## src/hdl/eg_cfg_pkg.sv

```systemverilog
`default_nettype none

package eg_cfg_pkg;

    localparam int NUM_OPS    = 8;      // operators per sweep
    localparam int OP_W       = 3;      // operator index
    localparam int ENV_W      = 9;      // level and attenuation
    localparam int SILENCE    = 511;    // quietest level

    localparam int RATE_W     = 4;      // ar, dr, sl, rr fields
    localparam int TL_W       = 7;      // total level
    localparam int KSL_W      = 2;      // key-scale level
    localparam int BLOCK_W    = 3;      // octave block

    localparam int CNT_W      = 13;     // sweep counter

    localparam int FIFO_DEPTH = 4;      // output queue entries
    localparam int PIPE_LAT   = 3;      // slot issue to result push

endpackage

`default_nettype wire

```

## src/hdl/eg_types_pkg.sv

```systemverilog
`default_nettype none

package eg_types_pkg;
    import eg_cfg_pkg::*;

    // held in the state memory, so width and codes are fixed
    typedef enum logic [3:0] {
        ATTACK  = 4'b0001,
        DECAY   = 4'b0010,
        SUSTAIN = 4'b0100,
        RELEASE = 4'b1000
    } env_state_t;

    typedef struct packed {
        logic [RATE_W-1:0]  ar;     // attack rate
        logic [RATE_W-1:0]  dr;     // decay rate
        logic [RATE_W-1:0]  sl;     // sustain level
        logic [RATE_W-1:0]  rr;     // release rate
        logic [TL_W-1:0]    tl;     // total level
        logic               ksr;    // key scale rate
        logic [KSL_W-1:0]   ksl;    // key scale level
        logic               egt;    // hold at sustain
        logic [BLOCK_W-1:0] block;
        logic               key_on;
    } op_params_t;

    typedef struct packed {
        logic [OP_W-1:0] op_num;
        op_params_t      params;
    } cfg_write_t;

    // one operator's work item through the pipeline
    typedef struct packed {
        logic [OP_W-1:0] op_num;
        op_params_t      params;
    } slot_t;

    typedef struct packed {
        logic [OP_W-1:0]  op_num;
        logic [ENV_W-1:0] atten;
    } env_out_t;

endpackage

`default_nettype wire

```

## src/hdl/op_param_file.sv

```systemverilog
`timescale 1ns/1ps
`default_nettype none

module op_param_file
    import eg_cfg_pkg::*;
    import eg_types_pkg::*;
(
    input  wire              clk,
    input  wire              rst,
    input  wire              busy,
    input  wire cfg_write_t  cfg,
    input  wire              cfg_valid,
    input  wire [OP_W-1:0]   rd_op,
    output logic             cfg_ready,
    output op_params_t       rd_params
);

    op_params_t regs [NUM_OPS];

    assign cfg_ready = !busy;           // no writes during a sweep
    assign rd_params = regs[rd_op];     // combinational read for the scheduler

    always_ff @(posedge clk) begin
        if (rst) begin
            for (int i = 0; i < NUM_OPS; i++) begin
                regs[i] <= '0;
            end
        end else if (cfg_valid && cfg_ready) begin
            regs[cfg.op_num] <= cfg.params;
        end
    end

    // a write held off by a running sweep must stay pending and unchanged
    a_cfg_hold: assert property (
        @(posedge clk) disable iff (rst)
        cfg_valid && busy |=> cfg_valid && $stable(cfg)
    ) else $error("config write dropped or changed while sweep busy");

endmodule

`default_nettype wire

```

## src/hdl/slot_scheduler.sv

```systemverilog
`timescale 1ns/1ps
`default_nettype none

module slot_scheduler
    import eg_cfg_pkg::*;
    import eg_types_pkg::*;
(
    input  wire              clk,
    input  wire              rst,
    input  wire              sample_tick,
    input  wire [2:0]        fifo_free,
    input  wire op_params_t  params,
    output logic [OP_W-1:0]  rd_op,
    output logic             busy,
    output slot_t            slot,
    output logic             slot_valid,
    output logic             sweep_done
);

    logic [OP_W-1:0]     op_idx;
    logic [PIPE_LAT-1:0] vld_hist;      // slot_valid delayed 1..PIPE_LAT cycles
    logic [2:0]          in_flight;
    logic                issue;

    assign rd_op = op_idx;

    // slots not yet reflected in fifo_free
    always_comb begin
        in_flight = 3'(slot_valid);
        for (int i = 0; i < PIPE_LAT; i++) begin
            in_flight = in_flight + 3'(vld_hist[i]);
        end
        issue = busy && (fifo_free > in_flight);
    end

    always_ff @(posedge clk) begin
        if (rst) begin
            op_idx     <= '0;
            busy       <= 1'b0;
            slot_valid <= 1'b0;
            vld_hist   <= '0;
            sweep_done <= 1'b0;
        end else begin
            slot_valid <= issue;
            vld_hist   <= {vld_hist[PIPE_LAT-2:0], slot_valid};
            // one cycle after the last slot, lines up with its rate stage
            sweep_done <= slot_valid && (slot.op_num == OP_W'(NUM_OPS - 1));
            if (issue) begin
                op_idx <= op_idx + 1'b1;
                if (op_idx == OP_W'(NUM_OPS - 1)) begin
                    busy <= 1'b0;       // last slot out
                end
            end else if (sample_tick && !busy) begin
                busy   <= 1'b1;
                op_idx <= '0;
            end
        end
    end

    always_ff @(posedge clk) begin
        if (issue) begin
            slot <= '{op_num: op_idx, params: params};
        end
    end

    a_tick_idle: assert property (
        @(posedge clk) disable iff (rst)
        sample_tick |-> !busy
    ) else $error("sample_tick while sweep busy, tick ignored");

endmodule

`default_nettype wire

```

## src/hdl/eg_rate_calc.sv

```systemverilog
`timescale 1ns/1ps
`default_nettype none

module eg_rate_calc
    import eg_cfg_pkg::*;
(
    input  wire                clk,
    input  wire                rst,
    input  wire                sweep_done,
    input  wire [RATE_W-1:0]   req_rate,
    input  wire                ksr,
    input  wire [BLOCK_W-1:0]  block,
    output logic [RATE_W-1:0]  rate_hi,
    output logic [2:0]         shift
);

    logic [CNT_W-1:0]  sweep_cnt;
    logic [RATE_W:0]   rate_sum;        // one extra bit before the cap
    logic [RATE_W-1:0] rate_eff;
    logic [CNT_W-1:0]  cnt_mask;
    logic [2:0]        shift_nxt;

    always_comb begin
        rate_sum = (RATE_W+1)'(req_rate) +
                   (ksr ? (RATE_W+1)'(block) : (RATE_W+1)'(block >> 2));
        rate_eff = rate_sum[RATE_W] ? '1 : rate_sum[RATE_W-1:0];
        cnt_mask = '0;
        if (req_rate == '0) begin
            rate_eff  = '0;
            shift_nxt = 3'd0;
        end else if (rate_eff >= RATE_W'(12)) begin
            shift_nxt = 3'(rate_eff - RATE_W'(11));     // 1..4
        end else begin
            // step once every 2^(12-rate) sweeps
            cnt_mask  = (CNT_W'(1) << (RATE_W'(12) - rate_eff)) - 1'b1;
            shift_nxt = ((sweep_cnt & cnt_mask) == '0) ? 3'd1 : 3'd0;
        end
    end

    always_ff @(posedge clk) begin
        if (rst) begin
            sweep_cnt <= '0;
        end else if (sweep_done) begin
            sweep_cnt <= sweep_cnt + 1'b1;
        end
    end

    always_ff @(posedge clk) begin
        rate_hi <= rate_eff;
        shift   <= shift_nxt;
    end

endmodule

`default_nettype wire

```

## src/hdl/envelope_generator.sv

```systemverilog
`timescale 1ns/1ps
`default_nettype none

module envelope_generator
    import eg_cfg_pkg::*;
    import eg_types_pkg::*;
(
    input  wire         clk,
    input  wire         rst,
    input  wire slot_t  slot,
    input  wire         slot_valid,
    input  wire         sweep_done,
    output env_out_t    res,
    output logic        res_valid
);

    env_state_t       state_mem [NUM_OPS];
    logic [ENV_W-1:0] level_mem [NUM_OPS];

    // p0
    env_state_t        state_rd;
    logic [ENV_W-1:0]  level_rd;
    logic              eg_reset_p0;
    logic [RATE_W-1:0] req_rate_p0;

    // p1
    logic              valid_p1;
    slot_t             slot_p1;
    env_state_t        state_p1;
    logic [ENV_W-1:0]  level_p1;
    logic              eg_reset_p1;
    logic [RATE_W-1:0] req_rate_p1;

    // p2
    logic              valid_p2;
    slot_t             slot_p2;
    env_state_t        state_p2;
    logic [ENV_W-1:0]  level_p2;
    logic              eg_reset_p2;
    logic [RATE_W-1:0] rate_hi_p2;
    logic [2:0]        shift_p2;
    env_state_t        next_state;
    logic [ENV_W-1:0]  level_pre;
    logic [ENV_W-1:0]  inc;
    logic [ENV_W-1:0]  dec;
    logic [ENV_W:0]    level_sum;
    logic [ENV_W-1:0]  level_nxt;
    logic              env_off;
    logic [BLOCK_W+2:0] ksl_add;
    logic [ENV_W+1:0]  atten_sum;       // level + tl*4 + ksl peaks near 1075
    logic [ENV_W-1:0]  atten_nxt;

    // p3
    logic              valid_p3;
    logic [OP_W-1:0]   op_p3;
    env_state_t        state_p3;
    logic [ENV_W-1:0]  level_p3;
    logic [ENV_W-1:0]  atten_p3;

    always_comb begin
        state_rd    = state_mem[slot.op_num];
        level_rd    = level_mem[slot.op_num];
        eg_reset_p0 = slot.params.key_on && (state_rd == RELEASE);
        if (eg_reset_p0) begin
            req_rate_p0 = slot.params.ar;   // key-on restarts the envelope
        end else begin
            case (state_rd)
                ATTACK:  req_rate_p0 = slot.params.ar;
                DECAY:   req_rate_p0 = slot.params.dr;
                SUSTAIN: req_rate_p0 = slot.params.egt ? '0 : slot.params.rr;
                default: req_rate_p0 = slot.params.rr;
            endcase
        end
    end

    eg_rate_calc rate_i (
        .clk        (clk),
        .rst        (rst),
        .sweep_done (sweep_done),
        .req_rate   (req_rate_p1),
        .ksr        (slot_p1.params.ksr),
        .block      (slot_p1.params.block),
        .rate_hi    (rate_hi_p2),
        .shift      (shift_p2)
    );

    always_comb begin
        level_pre  = level_p2;
        next_state = state_p2;
        env_off    = (level_p2[ENV_W-1:3] == '1);   // 504 and up
        inc        = '0;
        dec        = '0;

        if (eg_reset_p2 && rate_hi_p2 == '1) begin
            level_pre = '0;                 // instant attack
        end
        if (state_p2 != ATTACK && !eg_reset_p2 && env_off) begin
            level_pre = ENV_W'(SILENCE);
        end

        case (state_p2)
            ATTACK: begin
                if (level_p2 == '0) begin
                    next_state = DECAY;
                end else if (slot_p2.params.key_on && shift_p2 != '0 && rate_hi_p2 != '1) begin
                    dec = (level_p2 >> (3'd4 - shift_p2)) + 1'b1;
                end
            end
            DECAY: begin
                if (level_p2[ENV_W-1 -: RATE_W] == slot_p2.params.sl) begin
                    next_state = SUSTAIN;
                end else if (shift_p2 != '0) begin
                    inc = ENV_W'(1) << (shift_p2 - 1'b1);
                end
            end
            default: begin                  // sustain and release
                if (shift_p2 != '0) begin
                    inc = ENV_W'(1) << (shift_p2 - 1'b1);
                end
            end
        endcase

        if (eg_reset_p2) begin
            next_state = ATTACK;
        end
        if (!slot_p2.params.key_on) begin
            next_state = RELEASE;
        end

        level_sum = {1'b0, level_pre} + {1'b0, inc};
        if (dec != '0) begin
            level_nxt = (level_pre > dec) ? level_pre - dec : '0;
        end else begin
            level_nxt = level_sum[ENV_W] ? ENV_W'(SILENCE) : level_sum[ENV_W-1:0];
        end

        ksl_add   = (slot_p2.params.ksl == '0) ? '0 :
                    {slot_p2.params.block, 3'b000} >> (2'd3 - slot_p2.params.ksl);
        atten_sum = (ENV_W+2)'(level_nxt) + (ENV_W+2)'({slot_p2.params.tl, 2'b00}) +
                    (ENV_W+2)'(ksl_add);
        atten_nxt = (atten_sum[ENV_W+1:ENV_W] != '0) ? ENV_W'(SILENCE) : atten_sum[ENV_W-1:0];
    end

    always_ff @(posedge clk) begin
        if (rst) begin
            valid_p1 <= 1'b0;
            valid_p2 <= 1'b0;
            valid_p3 <= 1'b0;
        end else begin
            valid_p1 <= slot_valid;
            valid_p2 <= valid_p1;
            valid_p3 <= valid_p2;
        end
    end

    always_ff @(posedge clk) begin
        slot_p1     <= slot;
        state_p1    <= state_rd;
        level_p1    <= level_rd;
        eg_reset_p1 <= eg_reset_p0;
        req_rate_p1 <= req_rate_p0;

        slot_p2     <= slot_p1;
        state_p2    <= state_p1;
        level_p2    <= level_p1;
        eg_reset_p2 <= eg_reset_p1;

        op_p3       <= slot_p2.op_num;
        state_p3    <= next_state;
        level_p3    <= level_nxt;
        atten_p3    <= atten_nxt;
    end

    // reset leaves every operator silent in release
    always_ff @(posedge clk) begin
        if (rst) begin
            for (int i = 0; i < NUM_OPS; i++) begin
                state_mem[i] <= RELEASE;
                level_mem[i] <= ENV_W'(SILENCE);
            end
        end else if (valid_p3) begin
            state_mem[op_p3] <= state_p3;
            level_mem[op_p3] <= level_p3;
        end
    end

    assign res       = '{op_num: op_p3, atten: atten_p3};
    assign res_valid = valid_p3;

    // stored state from an earlier sweep must still be a legal code
    a_state_onehot: assert property (
        @(posedge clk) disable iff (rst)
        slot_valid |-> $onehot(state_rd)
    ) else $error("envelope state not one-hot");

endmodule

`default_nettype wire

```

## src/hdl/env_out_fifo.sv

```systemverilog
`timescale 1ns/1ps
`default_nettype none

module env_out_fifo
    import eg_cfg_pkg::*;
    import eg_types_pkg::*;
(
    input  wire            clk,
    input  wire            rst,
    input  wire env_out_t  in,
    input  wire            in_valid,
    input  wire            out_ready,
    output env_out_t       out,
    output logic           out_valid,
    output logic [2:0]     free
);

    env_out_t                       mem [FIFO_DEPTH];
    logic [$clog2(FIFO_DEPTH)-1:0]  wr_ptr;
    logic [$clog2(FIFO_DEPTH)-1:0]  rd_ptr;
    logic [2:0]                     count;
    logic                           push;
    logic                           pop;

    assign push      = in_valid && (count != 3'(FIFO_DEPTH));
    assign pop       = out_valid && out_ready;
    assign out_valid = (count != '0);
    assign out       = mem[rd_ptr];
    assign free      = 3'(FIFO_DEPTH) - count;

    always_ff @(posedge clk) begin
        if (rst) begin
            wr_ptr <= '0;
            rd_ptr <= '0;
            count  <= '0;
        end else begin
            if (push) wr_ptr <= wr_ptr + 1'b1;      // wraps, depth is a power of two
            if (pop)  rd_ptr <= rd_ptr + 1'b1;
            count <= count + 3'(push) - 3'(pop);
        end
    end

    always_ff @(posedge clk) begin
        if (push) begin
            mem[wr_ptr] <= in;
        end
    end

    // scheduler credit must keep the pipeline from overrunning the queue
    a_no_overflow: assert property (
        @(posedge clk) disable iff (rst)
        in_valid |-> free != '0
    ) else $error("result pushed into full output FIFO");

endmodule

`default_nettype wire

```

## src/hdl/eg_subsystem_top.sv

```systemverilog
`timescale 1ns/1ps
`default_nettype none

module eg_subsystem_top
    import eg_cfg_pkg::*;
    import eg_types_pkg::*;
(
    input  wire              clk,
    input  wire              rst,
    input  wire              sample_tick,
    input  wire cfg_write_t  cfg,
    input  wire              cfg_valid,
    output logic             cfg_ready,
    output env_out_t         out,
    output logic             out_valid,
    input  wire              out_ready
);

    logic            busy;
    logic [OP_W-1:0] rd_op;
    op_params_t      rd_params;
    slot_t           slot;
    logic            slot_valid;
    logic            sweep_done;
    env_out_t        res;
    logic            res_valid;
    logic [2:0]      fifo_free;

    op_param_file param_file_i (
        .clk       (clk),
        .rst       (rst),
        .busy      (busy),
        .cfg       (cfg),
        .cfg_valid (cfg_valid),
        .rd_op     (rd_op),
        .cfg_ready (cfg_ready),
        .rd_params (rd_params)
    );

    slot_scheduler sched_i (
        .clk         (clk),
        .rst         (rst),
        .sample_tick (sample_tick),
        .fifo_free   (fifo_free),
        .params      (rd_params),
        .rd_op       (rd_op),
        .busy        (busy),
        .slot        (slot),
        .slot_valid  (slot_valid),
        .sweep_done  (sweep_done)
    );

    envelope_generator eg_i (
        .clk        (clk),
        .rst        (rst),
        .slot       (slot),
        .slot_valid (slot_valid),
        .sweep_done (sweep_done),
        .res        (res),
        .res_valid  (res_valid)
    );

    env_out_fifo fifo_i (
        .clk       (clk),
        .rst       (rst),
        .in        (res),
        .in_valid  (res_valid),
        .out_ready (out_ready),
        .out       (out),
        .out_valid (out_valid),
        .free      (fifo_free)
    );

endmodule

`default_nettype wire

```

## config.mk

```make
export PLATFORM = sky130hd
export DESIGN_NAME = eg_subsystem_top
export DESIGN_NICKNAME = d
export VERILOG_FILES = /design/src/hdl/eg_cfg_pkg.sv /design/src/hdl/eg_types_pkg.sv /design/src/hdl/op_param_file.sv /design/src/hdl/slot_scheduler.sv /design/src/hdl/eg_rate_calc.sv /design/src/hdl/envelope_generator.sv /design/src/hdl/env_out_fifo.sv /design/src/hdl/eg_subsystem_top.sv
export SDC_FILE = /design/constraint.sdc
export NUM_CORES = 1
export LEC_CHECK = 0
export BUFFER_PORTS_ARGS = -buffer_cell sky130_fd_sc_hd__buf_2
export CORE_MARGIN = 8
export CORE_UTILIZATION = 35
export CTS_BUF_LIST = sky130_fd_sc_hd__clkbuf_4 sky130_fd_sc_hd__clkbuf_8
export DETAILED_ROUTE_END_ITERATION = 12
export GPL_ROUTABILITY_DRIVEN = 0
export PLACE_DENSITY_LB_ADDON = 0.1
export REMOVE_ABC_BUFFERS = 1
export SLEW_MARGIN = 20
export SYNTH_ARGS = -nofsm -noshare
export SYNTH_HDL_FRONTEND = slang
export SYNTH_SLANG_ARGS = --single-unit
```

## constraint.sdc

```tcl
create_clock -name clk -period 8.7 [get_ports clk]
set_clock_uncertainty 0.2 [all_clocks]
set_input_delay 0.87 -clock clk [delete_from_list [all_inputs] [get_ports clk]]
set_output_delay 0.87 -clock clk [all_outputs]
set_load 0.005 [all_outputs]
```

==> results of run 1 <==
## synthesized netlist by cell type, types with 12 or more instances
cell type  count  area (sq um)
nand2_1       64           240
o21ai_0       31           155
mux4_2       105          2360
a21oi_1       42           210
nand2b_1      39           244
nor3_1        20           100
nor2_1        65           244
mux2_2        50           563
xor2_1        22           193
mux2i_1       12           120
clkbuf_1      77           289
or2_2         34           213
inv_1         56           210
edfxtp_1     434         13000
xnor2_1       26           228
nor2b_1       17           106
and2_1       276          1730
a21o_1        15           113
nand3_1       17          85.1
ha_1          64           801
or3_1         48           300
dfxtp_1      139          2780
## registers in the layout, indices dropped and copies added (netlist names), 9 cells and up, named ones only
name	flops
param_file_i.regs	248
eg_i.level_p3	9
eg_i.level_mem	72
eg_i.level_p1	9
eg_i.level_p2	9
eg_i.state_mem	32
sched_i.slot	34
eg_i.rate_i.sweep_cnt	13
eg_i.slot_p2	20
eg_i.atten_p3	9
fifo_i.mem	48
eg_i.slot_p1	21
## report_power, final
part / switching [mW] / internal, mW / total [mW]
combinational: 1.77 / 1.31 / 3.07
clock: 1.10 / 1.44 / 2.54
sequential: 0.287 / 3.32 / 3.60
total: 3.16 / 6.06 / 9.22
## layout by cell type (no fill, tap or decap), types with 39 or more instances in the layout
| master | netlist | routed |
|---|---|---|
| nor2_1 | 65 | 59 |
| or3_1 | 48 | 48 |
| nand2_1 | 64 | 64 |
| edfxtp_1 | 434 | 434 |
| dfxtp_1 | 139 | 136 |
| inv_1 | 56 | 56 |
| buf_2 | 4 | 52 |
| clkbuf_4 | 0 | 49 |
| ha_1 | 64 | 64 |
| clkbuf_8 | 0 | 111 |
| mux2_2 | 50 | 50 |
| nand2b_1 | 39 | 39 |
| and2_1 | 276 | 276 |
| mux4_2 | 105 | 105 |
| a21oi_1 | 42 | 42 |
## critical path: cells and delay by family (launching register included)
| family | cells | cell delay, ns |
|---|---|---|
| and+or+nand+nor | 5 | 0.48 |
| adders and majority gates | 5 | 2.02 |
| DFF | 1 | 0.30 |
| AOI/OAI and AO/OA | 11 | 2.59 |
| buffers and inverters | 4 | 0.57 |
| muxes | 2 | 1.11 |
## logic make-up after synthesis
family / synth area share, %
buffers and inverters: 2.40
flip-flops: 61.7
AO/OA/AOI/OAI: 4.30
XOR/XNOR: 1.64
AND/OR/NAND/NOR: 14.2
multiplexers: 12.0
adder cells (fa/ha/maj): 3.67
other: 0.0146
## routing by layer
layer	up-vias	GRT usage [%]	part of all wire (%)
met5	-	0	0.078
met2	274	26.8	50
met3	124	3.15	4.3
met4	8	4.58	2.5
li1	6880	-	-
met1	7305	19.3	43
## final timing paths
check        slack, ns                to                 start  depth (start not counted)
min               0.13  eg_i.state_p2[2]      eg_i.state_p1[2]                          0
max               1.27  eg_i.atten_p3[6]  eg_i.rate_i.shift[0]                         27
max reg2reg       1.27  eg_i.atten_p3[6]  eg_i.rate_i.shift[0]                         27
min reg2reg       0.13  eg_i.state_p2[2]      eg_i.state_p1[2]                          0
## stage by stage
step                std cells  utilization [%]
floorplan                1719                -
global placement         2764             37.1
detailed placement       2764             37.1
CTS                      2947             40.0
global route             2949             40.0
finish                   2952             40.0
## cell type report
| class | count | area [sq um] | share of cell area (%) |
|---|---|---|---|
| timing repair buffer | 86 | 515 | 1.77 |
| clock buffer | 160 | 1900 | 6.51 |
| clock inverter | 23 | 188 | 0.645 |
| inverter | 57 | 214 | 0.735 |
| sequential | 573 | 15800 | 54.4 |
| multi-input combinational | 1089 | 9260 | 31.8 |
| antenna | 5 | 12.5 | 0.0430 |
| tap | 959 | 1200 | 4.12 |
==> metrics.csv, run 1 <==
metric,value,unit
run_status,"finished, final reports clean",
leakage,10.2,nW
yosys_register_bits,573,
cpMaxStageDelayCell,o41ai_1,
timing.slew.headroom,32.2,%
post-route-min-period,7.43,ns
synth-warning-count,0,
cts.sink_count,573,
worst_skew_pair.late_latency,0.69,ns
synth.lib_cells_used.distinct,74,
setup_tns,0,ns
cts.repair.resized,0,
synth_cells,1813,
syn-mean-instance-area,14.1,sq um
floorplan.initialDensity,35.2,%
cts.root.buffer_cell,clkbuf_8,
ctsHtreeMaxLevel,3,
timing.final.setup_violations,0,
total_drc_errors_in_the_routed_layout,0,
detailroute.via_count,14591,
grt_overflow_total,0,
cts_setup_buffers,0,
vias_per_cell,4.94,
cts_hold_repair.buffers,0,
holdCritPathClass,register to register,
fin_nets,2017,
clk_pin_slew_worst_paths,0.06,ns
synth-edff-count,434,
design.die.area,82100,sq um
tightestPinTransition,1.01,ns
die_width,287,um
critical_path_endpoint_category,register,
cts_buffers,100,
synth_flop_cell,edfxtp_1,
drt_first_pass_iters,5,
grt_start_max_net_pins,48,
post-layout-total-power,9.22,mW
synth.yosys.seq_area_share,61.7,%
track_usage,15.4,%
async_flop_share,0,%
grt_antenna_before_repair,9,
synth.cell_area,25600,sq um
worst_ep_arrival_time,7.74,ns
setup.worst_path.class,register to register,
ir_drop,0.190,mV
max_cap_viol_count,0,
floorplan.rows,99,
worst_ep_required_time,9.01,ns
worst_path_largest_cell_delay,0.68,ns
detail_route.wirelength,63900,um
num_io_pins,53,
start_kind,register,
drtAntennaViolNets,0,
detailed_place_hpwl,37900,um
unrepaired_setup_endpoints_after_global_routing,no,
placed_cell_area,27000,sq um
first_global_vias,15218,
fin_worst_hold_slack,0.126,ns
detail_route.iter0.violations,845,
fmaxAchievable,135,MHz
timing_max_transition_violations_final,0,
setup_slack,1.27,ns
fraction_of_final_layout_cells_sized_beyond_drive_strength_1,24.0,%
cp_max_fo,18,
pre_cts_setup_slack,1.21,ns
port_buffers,52,
clock_path_buffers,3,
flow.area_growth_from_synthesis,13.6,%
wl_per_cell,21.6,um
core_region_area,72700,sq um
share_of_the_clock_period_used_by_the_worst_path,85.4,%
die_y,287,um
grt_first_pass_wirelength,96100,um
final_design_area_no_fill,29100,sq um
hold_viol,0,
tritoncts,built,
nFillCells,6820,
cellPowerDensity,317,nW/um^2
Note: power is estimated with default switching activity, not from simulation.
==> run 2, diff against run 1 <==
--- a/config.mk
+++ b/config.mk
@@ -7,7 +7,7 @@
 export LEC_CHECK = 0
 export BUFFER_PORTS_ARGS = -buffer_cell sky130_fd_sc_hd__buf_2
 export CORE_MARGIN = 8
-export CORE_UTILIZATION = 35
+export CORE_UTILIZATION = 55
 export CTS_BUF_LIST = sky130_fd_sc_hd__clkbuf_4 sky130_fd_sc_hd__clkbuf_8
 export DETAILED_ROUTE_END_ITERATION = 12
 export GPL_ROUTABILITY_DRIVEN = 0
==> run 2 against run 1 <==
- die area down 35%
- power down 2.0%
- wire length down 11%
- core utilization up 21 points
- register-to-register slack about the same
- non-clock buffer count down 11
- flip-flop and latch count unchanged
- clock power down 5%
- global-route usage up 5.9 points
- via count up 0.79%
==> metrics.csv, run 2 (same netlist as run 1, synthesis figures left out) <==
metric,value,unit
run_status,"finished, final reports clean",
die_y,232,um
cp_max_fo,18,
fin_nets,1999,
cts_setup_buffers,0,
numPlacedInstances,2401,
instances_no_fill,2576,
grt_antenna_before_repair,5,
clock_path_buffers,3,
port_buffers,52,
path_buf_inv,4,
worst_skew_pair.late_latency,0.71,ns
tightestPinTransition,1.12,ns
cpMaxStageDelayCell,o41ai_1,
core_region_area,46300,sq um
drtAntennaViolNets,0,
tritoncts,built,
largest_register_ff_count,248,
layout_commonest_cell,edfxtp_1,
ir_drop,0.265,mV
die_width,232,um
timing_max_transition_violations_final,0,
leakage,10.1,nW
unrepaired_setup_endpoints_after_global_routing,no,
pre_cts_setup_slack,1.26,ns
cts.root.buffer_cell,clkbuf_8,
grt_overflow_total,0,
design.die.area,53700,sq um
first_global_vias,15006,
critical_path_endpoint_category,register,
most-common-layout-cells,"edfxtp_1, and2_1, dfxtp_1, mux4_2, clkbuf_8",
critical-path-top-delay-family,compound AO/OA/AOI/OAI gates,
timing.final.setup_violations,0,
hold_viol,0,
holdCritPathClass,register to register,
worst_path_largest_cell_delay,0.71,ns
max_cap_viol_count,0,
share_of_the_clock_period_used_by_the_worst_path,85.5,%
post-layout-total-power,9.04,mW
drt_first_pass_iters,5,
start_kind,register,
ctsHtreeMaxLevel,3,
detailroute.via_count,14706,
max_flop_register,param_file_i.regs,
detail_route.wirelength,56900,um
worstHoldEndpoint,eg_i.slot_p2[19],
wl_per_cell,22.1,um
r2r_end,eg_i.atten_p3[6],
setup_tns,0,ns
vias_per_cell,5.71,
r2r_setup_slk,1.26,ns
cts_hold_repair.buffers,0,
setup_slack,1.26,ns
timing.slew.headroom,25.5,%
floorplan.initialDensity,55.4,%
clk_pin_slew_worst_paths,0.06,ns
reg2reg_from,eg_i.rate_i.shift[0],
layout_top_registers,"param_file_i.regs: 248 flops, eg_i.level_mem: 72 flops, fifo_i.mem: 48 flops",
min-delay-start,eg_i.slot_p1[19],
detail_route.iter0.violations,1232,
cts.sink_count,573,
floorplan.rows,79,
setup.worst_path.class,register to register,
detailed_place_hpwl,33300,um
grt_start_max_net_pins,67,
cts.repair.resized,0,
cellPowerDensity,318,nW/um^2
holdPathStages,0,
cts_buffers,93,
post-route-min-period,7.44,ns
total_drc_errors_in_the_routed_layout,0,
worst_ep_required_time,9.05,ns
num_io_pins,53,
timing.reg2reg.worst_path_depth,27,
track_usage,21.3,%
fraction_of_final_layout_cells_sized_beyond_drive_strength_1,22.9,%
worst_ep_arrival_time,7.79,ns
fmaxAchievable,134,MHz
grt_first_pass_wirelength,87500,um
flow.area_growth_from_synthesis,11.0,%
[run 2: power by group]
group          switching [mW]  internal [mW]  leakage, nW  total [mW]
Sequential              0.276           3.32         5.21        3.59
Combinational            1.73           1.30         3.82        3.04
Clock                    1.08           1.33         1.04        2.41
[run 2: area by class of cell]
cell class / count / area [sq um]
inverters: 57 / 214
diodes: 1 / 2.50
well taps: 607 / 759
flip-flops and latches: 573 / 15800
clock buffers: 134 / 1610
multi-input cells: 1089 / 9260
repair buffers: 75 / 433
fillers: 3557 / 17800
clock inverters: 40 / 332
[run 2: how the worst max path moves through the flow]
stage,start,endpoint,slack (ns),cells after the start
finish,eg_i.rate_i.shift[0],eg_i.atten_p3[6],1.26,27
detailed placement,eg_i.rate_i.shift[0],eg_i.atten_p3[6],1.26,27
CTS,eg_i.rate_i.shift[0],eg_i.atten_p3[6],1.25,27
floorplan,eg_i.rate_i.shift[0],eg_i.atten_p3[2],1.88,26
global placement,eg_i.rate_i.shift[0],eg_i.atten_p3[6],1.42,27
global route,eg_i.rate_i.shift[0],eg_i.atten_p3[6],0.49,27
[run 2: stage by stage]
step,util [%],hold slack (ns),area (sq um)
3_5_place_dp,57.3,0.112,26500
3_3_place_gp,57.3,0.110,26500
6_report,61.5,0.104,28400
4_1_cts,61.5,0.100,28400
2_1_floorplan,-,0.110,25200
5_1_grt,61.5,0.109,28400
[run 2: worst register-to-register path: stages, from the launching register on]
cell and delay (ns):
dfxtp_1 0.30, buf_4 0.25, inv_1 0.13, ha_1 0.57
mux4_2 0.60, nand2_1 0.09, nand2_1 0.09, ha_1 0.25
inv_1 0.10, or2_1 0.13, nand3_1 0.08, ha_1 0.37
o21ai_0 0.12, a21boi_0 0.28, o21ai_0 0.16, a21oi_1 0.23
a31o_2 0.20, o31ai_1 0.20, o41ai_1 0.71, fa_1 0.54
ha_1 0.30, inv_1 0.08, o21ai_0 0.10, a21oi_1 0.23
nor2b_1 0.10, o2111ai_1 0.24, mux2i_1 0.51, o21ai_0 0.17
[run 2: layer usage]
layer  GRT usage (%)  up-vias  share of wire (%)
li1                -     6840                  -
met3            3.84       96                5.0
met5               0        -              0.060
met2            36.6      376                 50
met1            27.2     7388                 43
met4            6.93        6                2.2
